$ cat config.mk
export PLATFORM = sky130hd
export DESIGN_NAME = ex_stage
export DESIGN_NICKNAME = d
export VERILOG_FILES = /design/src/rtl/ex_pkg.sv /design/src/rtl/csr_buffer.sv /design/src/rtl/ex_alu.sv /design/src/rtl/ex_mult.sv /design/src/rtl/ex_stage.sv /design/src/rtl/flu_writeback.sv
export SDC_FILE = /design/constraint.sdc
export NUM_CORES = 2
export LEC_CHECK = 0
export BUFFER_PORTS_ARGS = -buffer_cell sky130_fd_sc_hd__clkbuf_2
export CORE_ASPECT_RATIO = 0.8
export CORE_MARGIN = 4
export CORE_UTILIZATION = 60
export CTS_BUF_LIST = sky130_fd_sc_hd__clkbuf_4 sky130_fd_sc_hd__clkbuf_8
export CTS_CLUSTER_SIZE = 28
export DETAILED_ROUTE_END_ITERATION = 10
export PLACE_DENSITY = 0.73
export SKIP_LAST_GASP = 1
export SLEW_MARGIN = 20
export SYNTH_ARGS = -nofsm -noshare
export SYNTH_HDL_FRONTEND = slang
export SYNTH_SLANG_ARGS = --single-unit
$ cat constraint.sdc
create_clock -name clk_i -period 21.6 [get_ports clk_i]
set_clock_uncertainty 0.2 [all_clocks]
set_input_delay 4.32 -clock clk_i [delete_from_list [all_inputs] [get_ports clk_i]]
set_output_delay 4.32 -clock clk_i [all_outputs]
set_load 0.005 [all_outputs]
$ cat src/rtl/ex_pkg.sv
// ----------------------------------------------------------------------
// Execute stage package with the datapath width, operator encoding and
// the dual view of the second operand word
// ----------------------------------------------------------------------

`default_nettype none

package ex_pkg;

    // Datapath width, fixed for the packed union below
    localparam int unsigned XLEN = 32;

    // CSR address field width
    localparam int unsigned CSR_ADDR_W = 12;

    // ------------------------------------------------------------------
    // Operator encoding shared by all fixed latency units
    // ------------------------------------------------------------------
    typedef enum logic [4:0] {
        // ALU
        ADD,
        SUB,
        AND,
        OR,
        XOR,
        SLL,
        SRL,
        SRA,
        SLT,
        SLTU,
        // Multiplier
        MUL,
        MULH,
        MULHSU,
        MULHU,
        // CSR access
        CSR_READ,
        CSR_WRITE,
        CSR_SET,
        CSR_CLEAR
    } fu_op_e;

    // Operand b is a plain data word for the ALU and multiplier,
    // but carries the CSR address in its low bits for CSR instructions
    typedef union packed {
        logic [XLEN-1:0] raw;
        struct packed {
            logic [XLEN-CSR_ADDR_W-1:0] unused;
            logic [CSR_ADDR_W-1:0]      addr;
        } csr;
    } csr_operand_u;

endpackage

`default_nettype wire

$ cat src/rtl/csr_buffer.sv
// ----------------------------------------------------------------------
// Single-entry CSR address buffer, freed on commit or flush
// ----------------------------------------------------------------------

`timescale 1ns/1ps
`default_nettype none

module csr_buffer import ex_pkg::*; (
    input  logic                  clk_i,
    input  logic                  rst_ni,
    input  logic                  flush_i,
    input  logic                  csr_valid_i,
    input  logic                  csr_commit_i,
    input  logic [XLEN-1:0]       operand_a_i,
    input  csr_operand_u          operand_b_i,
    output logic [XLEN-1:0]       csr_result_o,
    output logic                  csr_ready_o,
    output logic [CSR_ADDR_W-1:0] csr_addr_o
);

    logic                  full_q;
    logic [CSR_ADDR_W-1:0] addr_q;

    // ------------------------------------------------------------------
    // Buffer state
    // ------------------------------------------------------------------
    always_ff @(posedge clk_i or negedge rst_ni) begin
        if (!rst_ni) begin
            full_q <= 1'b0;
            addr_q <= '0;
        end else begin
            if (flush_i || csr_commit_i) begin
                full_q <= 1'b0;
            end else if (csr_valid_i) begin
                full_q <= 1'b1;
            end
            // Address comes from the CSR view of operand b
            if (csr_valid_i) begin
                addr_q <= operand_b_i.csr.addr;
            end
        end
    end

    // The value to write goes straight to the scoreboard
    assign csr_result_o = operand_a_i;

    // Blocks further issue until the instruction commits
    assign csr_ready_o = ~full_q;
    assign csr_addr_o  = addr_q;

endmodule

`default_nettype wire

$ cat src/rtl/ex_alu.sv
// ----------------------------------------------------------------------
// Single-cycle ALU for add/sub, logic ops, shifts and set-less-than
// ----------------------------------------------------------------------

`timescale 1ns/1ps
`default_nettype none

module ex_alu import ex_pkg::*; (
    input  logic            alu_valid_i,
    input  fu_op_e          fu_op_i,
    input  logic [XLEN-1:0] operand_a_i,
    input  logic [XLEN-1:0] operand_b_i,
    output logic [XLEN-1:0] result_o
);

    logic [XLEN-1:0] op_a;
    logic [XLEN-1:0] op_b;
    logic [4:0]      shamt;
    logic            lt_signed;
    logic            lt_unsigned;

    // Keep the adder and shifter quiet while other units are issued
    assign op_a = alu_valid_i ? operand_a_i : '0;
    assign op_b = alu_valid_i ? operand_b_i : '0;

    assign shamt = op_b[4:0];

    // Comparison flags
    assign lt_signed   = $signed(op_a) < $signed(op_b);
    assign lt_unsigned = op_a < op_b;

    // ------------------------------------------------------------------
    // Result selection
    // ------------------------------------------------------------------
    always_comb begin
        result_o = '0;
        case (fu_op_i)
            ADD:  result_o = op_a + op_b;
            SUB:  result_o = op_a - op_b;
            AND:  result_o = op_a & op_b;
            OR:   result_o = op_a | op_b;
            XOR:  result_o = op_a ^ op_b;
            SLL:  result_o = op_a << shamt;
            SRL:  result_o = op_a >> shamt;
            SRA:  result_o = $unsigned($signed(op_a) >>> shamt);
            // Zero-extended flag
            SLT:  result_o = {{(XLEN-1){1'b0}}, lt_signed};
            SLTU: result_o = {{(XLEN-1){1'b0}}, lt_unsigned};
            default: begin
                // Non-ALU operators leave the result at zero
                result_o = '0;
            end
        endcase
    end

endmodule

`default_nettype wire

$ cat src/rtl/ex_mult.sv
// ----------------------------------------------------------------------
// One-cycle pipelined multiplier for MUL, MULH, MULHSU and MULHU
// ----------------------------------------------------------------------

`timescale 1ns/1ps
`default_nettype none

module ex_mult import ex_pkg::*; #(
    parameter int unsigned TransIdBits = 3
) (
    input  logic                   clk_i,
    input  logic                   rst_ni,
    input  logic                   flush_i,
    input  logic                   mult_valid_i,
    input  fu_op_e                 fu_op_i,
    input  logic [XLEN-1:0]        operand_a_i,
    input  logic [XLEN-1:0]        operand_b_i,
    input  logic [TransIdBits-1:0] trans_id_i,
    output logic [XLEN-1:0]        result_o,
    output logic                   mult_valid_o,
    output logic [TransIdBits-1:0] mult_trans_id_o
);

    logic [XLEN-1:0]        op_a;
    logic [XLEN-1:0]        op_b;
    logic                   sign_a;
    logic                   sign_b;
    logic [2*XLEN-1:0]      op_a_ext;
    logic [2*XLEN-1:0]      op_b_ext;
    logic [2*XLEN-1:0]      product_full;
    logic [2*XLEN-1:0]      product_q;
    logic                   sel_high_q;
    logic                   valid_q;
    logic [TransIdBits-1:0] trans_id_q;

    // Operand silencing
    assign op_a = mult_valid_i ? operand_a_i : '0;
    assign op_b = mult_valid_i ? operand_b_i : '0;

    // Which operands are treated as signed
    assign sign_a = (fu_op_i == MULH) || (fu_op_i == MULHSU);
    assign sign_b = (fu_op_i == MULH);

    // Full-width extension keeps the low 64 product bits exact
    assign op_a_ext = {{XLEN{sign_a & op_a[XLEN-1]}}, op_a};
    assign op_b_ext = {{XLEN{sign_b & op_b[XLEN-1]}}, op_b};

    assign product_full = op_a_ext * op_b_ext;

    // ------------------------------------------------------------------
    // Pipeline register
    // ------------------------------------------------------------------
    always_ff @(posedge clk_i or negedge rst_ni) begin
        if (!rst_ni) begin
            valid_q <= 1'b0;
        end else begin
            // A flush kills the operation issued this cycle
            valid_q <= mult_valid_i & ~flush_i;
        end
    end

    always_ff @(posedge clk_i) begin
        product_q  <= product_full;
        sel_high_q <= (fu_op_i != MUL);
        trans_id_q <= trans_id_i;
    end

    assign result_o        = sel_high_q ? product_q[2*XLEN-1:XLEN] : product_q[XLEN-1:0];
    assign mult_valid_o    = valid_q;
    assign mult_trans_id_o = trans_id_q;

endmodule

`default_nettype wire

$ cat src/rtl/ex_stage.sv
// ----------------------------------------------------------------------
// Execute stage fixed latency units: ALU, CSR buffer, multiplier and
// the shared write-back port
// ----------------------------------------------------------------------

`timescale 1ns/1ps
`default_nettype none

module ex_stage import ex_pkg::*; #(
    parameter int unsigned TransIdBits = 3
) (
    input  logic                   clk_i,
    input  logic                   rst_ni,
    input  logic                   flush_i,
    // Issue port
    input  fu_op_e                 fu_op_i,
    input  logic [XLEN-1:0]        operand_a_i,
    input  csr_operand_u           operand_b_i,
    input  logic [TransIdBits-1:0] trans_id_i,
    input  logic                   alu_valid_i,
    input  logic                   csr_valid_i,
    input  logic                   mult_valid_i,
    input  logic                   csr_commit_i,
    // Scoreboard write-back port
    output logic [XLEN-1:0]        flu_result_o,
    output logic [TransIdBits-1:0] flu_trans_id_o,
    output logic                   flu_valid_o,
    output logic                   flu_ready_o,
    output logic [CSR_ADDR_W-1:0]  csr_addr_o
);

    logic [XLEN-1:0]        operand_b_raw;
    logic [XLEN-1:0]        alu_result;
    logic [XLEN-1:0]        csr_result;
    logic                   csr_ready;
    logic [XLEN-1:0]        mult_result;
    logic [TransIdBits-1:0] mult_trans_id;
    logic                   mult_valid;

    // Data view of operand b for the arithmetic units
    assign operand_b_raw = operand_b_i.raw;

    // ------------------------------------------------------------------
    // Result producers
    // ------------------------------------------------------------------
    ex_alu alu_i (
        .alu_valid_i (alu_valid_i),
        .fu_op_i     (fu_op_i),
        .operand_a_i (operand_a_i),
        .operand_b_i (operand_b_raw),
        .result_o    (alu_result)
    );

    ex_mult #(
        .TransIdBits (TransIdBits)
    ) mult_i (
        .clk_i           (clk_i),
        .rst_ni          (rst_ni),
        .flush_i         (flush_i),
        .mult_valid_i    (mult_valid_i),
        .fu_op_i         (fu_op_i),
        .operand_a_i     (operand_a_i),
        .operand_b_i     (operand_b_raw),
        .trans_id_i      (trans_id_i),
        .result_o        (mult_result),
        .mult_valid_o    (mult_valid),
        .mult_trans_id_o (mult_trans_id)
    );

    // CSR address holding buffer
    csr_buffer csr_buffer_i (
        .clk_i        (clk_i),
        .rst_ni       (rst_ni),
        .flush_i      (flush_i),
        .csr_valid_i  (csr_valid_i),
        .csr_commit_i (csr_commit_i),
        .operand_a_i  (operand_a_i),
        .operand_b_i  (operand_b_i),
        .csr_result_o (csr_result),
        .csr_ready_o  (csr_ready),
        .csr_addr_o   (csr_addr_o)
    );

    // ------------------------------------------------------------------
    // Write-back
    // ------------------------------------------------------------------
    flu_writeback #(
        .TransIdBits (TransIdBits)
    ) writeback_i (
        .alu_valid_i     (alu_valid_i),
        .csr_valid_i     (csr_valid_i),
        .trans_id_i      (trans_id_i),
        .alu_result_i    (alu_result),
        .csr_result_i    (csr_result),
        .csr_ready_i     (csr_ready),
        .mult_valid_i    (mult_valid),
        .mult_result_i   (mult_result),
        .mult_trans_id_i (mult_trans_id),
        .flu_result_o    (flu_result_o),
        .flu_trans_id_o  (flu_trans_id_o),
        .flu_valid_o     (flu_valid_o),
        .flu_ready_o     (flu_ready_o)
    );

endmodule

`default_nettype wire

$ cat src/rtl/flu_writeback.sv
// ----------------------------------------------------------------------
// Write-back selector for the shared fixed latency scoreboard port
// ----------------------------------------------------------------------

`timescale 1ns/1ps
`default_nettype none

module flu_writeback import ex_pkg::*; #(
    parameter int unsigned TransIdBits = 3
) (
    input  logic                   alu_valid_i,
    input  logic                   csr_valid_i,
    input  logic [TransIdBits-1:0] trans_id_i,
    input  logic [XLEN-1:0]        alu_result_i,
    input  logic [XLEN-1:0]        csr_result_i,
    input  logic                   csr_ready_i,
    input  logic                   mult_valid_i,
    input  logic [XLEN-1:0]        mult_result_i,
    input  logic [TransIdBits-1:0] mult_trans_id_i,
    output logic [XLEN-1:0]        flu_result_o,
    output logic [TransIdBits-1:0] flu_trans_id_o,
    output logic                   flu_valid_o,
    output logic                   flu_ready_o
);

    // Priority ALU > CSR > multiplier
    always_comb begin
        flu_result_o   = '0;
        flu_trans_id_o = trans_id_i;
        if (alu_valid_i) begin
            flu_result_o = alu_result_i;
        end else if (csr_valid_i) begin
            flu_result_o = csr_result_i;
        end else if (mult_valid_i) begin
            // Multiplier result belongs to last cycle's issue
            flu_result_o   = mult_result_i;
            flu_trans_id_o = mult_trans_id_i;
        end
    end

    assign flu_valid_o = alu_valid_i | csr_valid_i | mult_valid_i;

    // Only the CSR buffer can stall issue
    assign flu_ready_o = csr_ready_i;

endmodule

`default_nettype wire

==> impl_metrics.json <==
{
  "status": "finished clean",
  "crit_end": "flu_result_o[29]",
  "crit_cells": 16,
  "netSwitchingFraction": 0.5878,
  "r2r_start": "csr_buffer_i.csr_addr_o[7]",
  "postCtsSetupBuffers": 0,
  "nFillCells": 7231,
  "synth_nets": 7486,
  "r2r_cells": 1,
  "ys_ff_latch": 82,
  "final_nets": 7301,
  "synthFlopType": "dfxtp_1",
  "vias": 43911,
  "core_area_um2": 82560,
  "grt_pass1_vias": 45078,
  "whs_ps": 312.6,
  "power_density_nw_per_um2": 161.5,
  "seq_power_share": 0.044,
  "place_hpwl_um": 141500,
  "synthesis.area_um2": 50120,
  "max_stage_delay_ps": 970,
  "startpoint": "alu_valid_i",
  "pin_count": 128,
  "initial_utilization": 0.6071,
  "grt.overflow.total": 0,
  "synth_cell_type_count": 93,
  "std_cell_rows": 94,
  "synth_area_leaders": "fa_1 45%, inv_1 9.4%, ha_1 7.7%, nand2_1 6.9%, and3_1 4.7%",
  "drtIter0Drc": 5824,
  "netlist_top_cells_count": "1252 x inv_1, 1127 x fa_1, 926 x nand2_1",
  "fin_crit_ps": 14520,
  "arrival_ps": 10000,
  "wl_per_cell_um": 26.92,
  "die_area_um2": 88250,
  "startpoint_type": "input port",
  "postCtsHoldBufs": 0,
  "firstDrtPassIters": 7,
  "drive_gt1_frac": 0.06666,
  "hp-class": "reg -> reg",
  "ctsResizeCount": 0,
  "synth_edf_count": 0,
  "ant_nets": 0,
  "pwr-share-clk": 0.016,
  "p_switching_mw": 4.896,
  "max_cap_violations": 0,
  "critPathKind": "in -> out",
  "grt_usage": 0.4292,
  "hold_depth": 1,
  "fin_crit_sh": 0.6721,
  "areaGrowthSynthToFinish_pct": 2.921,
  "p_int_mw": 3.433,
  "async_flop_share": 0.1707,
  "finalHoldViolations": 0,
  "worstMarginPinSlew_ps": 1197,
  "die_w_um": 331.1,
  "grt_antenna_before_repair": 17,
  "yosys.area.top_type_share": 0.4501,
  "grt_first_pass_wirelength_um": 281400,
  "setup_violations": 0,
  "finalSetupTns_ps": 0,
  "fin_area_um2": 51590,
  "synth.most_common_cell": "inv_1",
  "cts_max_level": 3,
  "timing.critical_path.mode_cell": "buf_4",
  "slowest_stage": "nor4_1",
  "synthCells": 5971,
  "crit_chain": "buf_4 > buf_4 > buf_4 > nand2_1 > buf_4 > ha_1 > and4_1 > nor4_2 > nor4_1 > o21ai_1 > o21ai_1 > o31a_1 > nor3_1 > a2111oi_0 > o22ai_1 > clkbuf_2",
  "drc": 0,
  "timing.final.max_slew_violations": 0,
  "ys.warnings.count": 0,
  "ys_seq_area_frac": 0.03415,
  "die_h_um": 266.5,
  "viasPerCell": 6.352,
  "syn_avg_cell_area_um2": 8.394,
  "cts_num_sinks": 82,
  "cp-end-kind": "primary output",
  "cts-root-buf": "clkbuf_8",
  "clockBufferDepth": 2,
  "r2r_setup_slack_ps": 20630,
  "rsz0062_at_grt": "no",
  "r2r_end": "csr_buffer_i.csr_addr_o[7]",
  "worst-path-buf-inv": 5,
  "p_comb_frac": 0.940,
  "cp_max_fo": 63,
  "cp_top_family": "buffers and inverters",
  "route.final.wire_length_um": 186100,
  "grt_max_degree": 99,
  "place_congestion": 1.051,
  "peakVddDrop_mv": 0.4009,
  "clock.fmax_ghz": 0.06888,
  "cts_tree": "yes",
  "placed_area_um2": 51330,
  "clk_pin_slew_ps": 80,
  "cts_buffers": 9,
  "leakage_nw": 25.94,
  "yosysTopAreaCell": "fa_1",
  "portBuffers": 127,
  "crit_required_ps": 17080,
  "relSlewSlack": 0.1948,
  "clk_latency_ps": 430
}
## layer usage
layer / routed length (um) / part of all wire / global-route usage
met5: 45 / 0.00024 / 0
met4: 11860 / 0.064 / 0.2116
met3: 29540 / 0.16 / 0.1689
met2: 74650 / 0.40 / 0.6026
met1: 69990 / 0.38 / 0.5812
## through the flow
| step | cells | utilization | total power, mW | worst slack, ps |
|---|---|---|---|---|
| 3_5_place_dp | 6879 | 0.6217 | 7.976 | 7388 |
| 5_1_grt | 6900 | 0.6244 | 9.174 | 6941 |
| 2_1_floorplan | 5971 | - | 5.889 | 8466 |
| 4_1_cts | 6895 | 0.6243 | 8.165 | 7386 |
| 3_3_place_gp | 6879 | 0.6217 | 7.920 | 7394 |
| 6_report | 6913 | 0.6248 | 8.329 | 7083 |
## how the worst min path moves through the flow
stage / slack, ps / to / startpoint
3_5_place_dp: 300 / csr_buffer_i.csr_addr_o[0] / csr_buffer_i.csr_addr_o[0]
5_1_grt: 340 / csr_buffer_i.csr_addr_o[0] / csr_buffer_i.csr_addr_o[0]
4_1_cts: 320 / csr_buffer_i.csr_addr_o[0] / csr_buffer_i.csr_addr_o[0]
2_1_floorplan: 310 / csr_buffer_i.csr_addr_o[0] / csr_buffer_i.csr_addr_o[0]
3_3_place_gp: 290 / csr_buffer_i.csr_addr_o[0] / csr_buffer_i.csr_addr_o[0]
6_report: 310 / csr_buffer_i.csr_addr_o[0] / csr_buffer_i.csr_addr_o[0]
## state kept, by name (all words and copies together), names as in the netlist
register	cells
mult_i.mult_valid_o	1
mult_i.product_q	64
mult_i.sel_high_q	1
mult_i.mult_trans_id_o	3
csr_buffer_i.csr_addr_o	12
csr_buffer_i.full_q	1
## power by group through the flow
stage	Combinational (mW)	Sequential, mW	Clock (mW)
finish	7.83	0.371	0.129
CTS	7.67	0.366	0.130
detailed placement	7.61	0.368	0
floorplan	5.56	0.330	0
global route	8.67	0.370	0.136
global placement	7.55	0.368	0
## layout by cell type (no fill, tap or decap), types with 61 or more instances in the layout
cell type and n:
fa_1 1127, clkbuf_2 124, dfxtp_1 68, buf_4 113
and3_1 373, inv_1 1252, nand3_1 61, a21oi_1 180
nor2_1 208, nand2_1 924, mux2_2 68, ha_1 309
o21ai_0 139
## layout make-up
| type | count | area (um2) | area share |
|---|---|---|---|
| multi-input cells | 4200 | 42050 | 0.8151 |
| inverters | 1254 | 4707 | 0.09125 |
| flip-flops and latches | 82 | 1712 | 0.03318 |
| repair buffers | 239 | 1488 | 0.02884 |
| well taps | 1104 | 1381 | 0.02678 |
| clock buffers | 10 | 137.6 | 0.002668 |
| clock inverters | 6 | 70.07 | 0.001358 |
| diodes | 18 | 45.04 | 0.0008732 |
## cell families (layout without fill, tap and decap cells)
kind of cell / count (synthesis) / in the layout / synth area share
other: 0 / 18 / 0
xor gates and xnor gates: 78 / 78 / 0.01363
AOI/OAI and AO/OA: 770 / 770 / 0.1027
adders and majority gates: 1436 / 1436 / 0.5273
buffers and inverters: 1689 / 1509 / 0.1277
muxes: 127 / 127 / 0.02961
DFF: 82 / 82 / 0.03415
and+or+nand+nor: 1789 / 1789 / 0.1650
(Power assumes the default switching activity.)
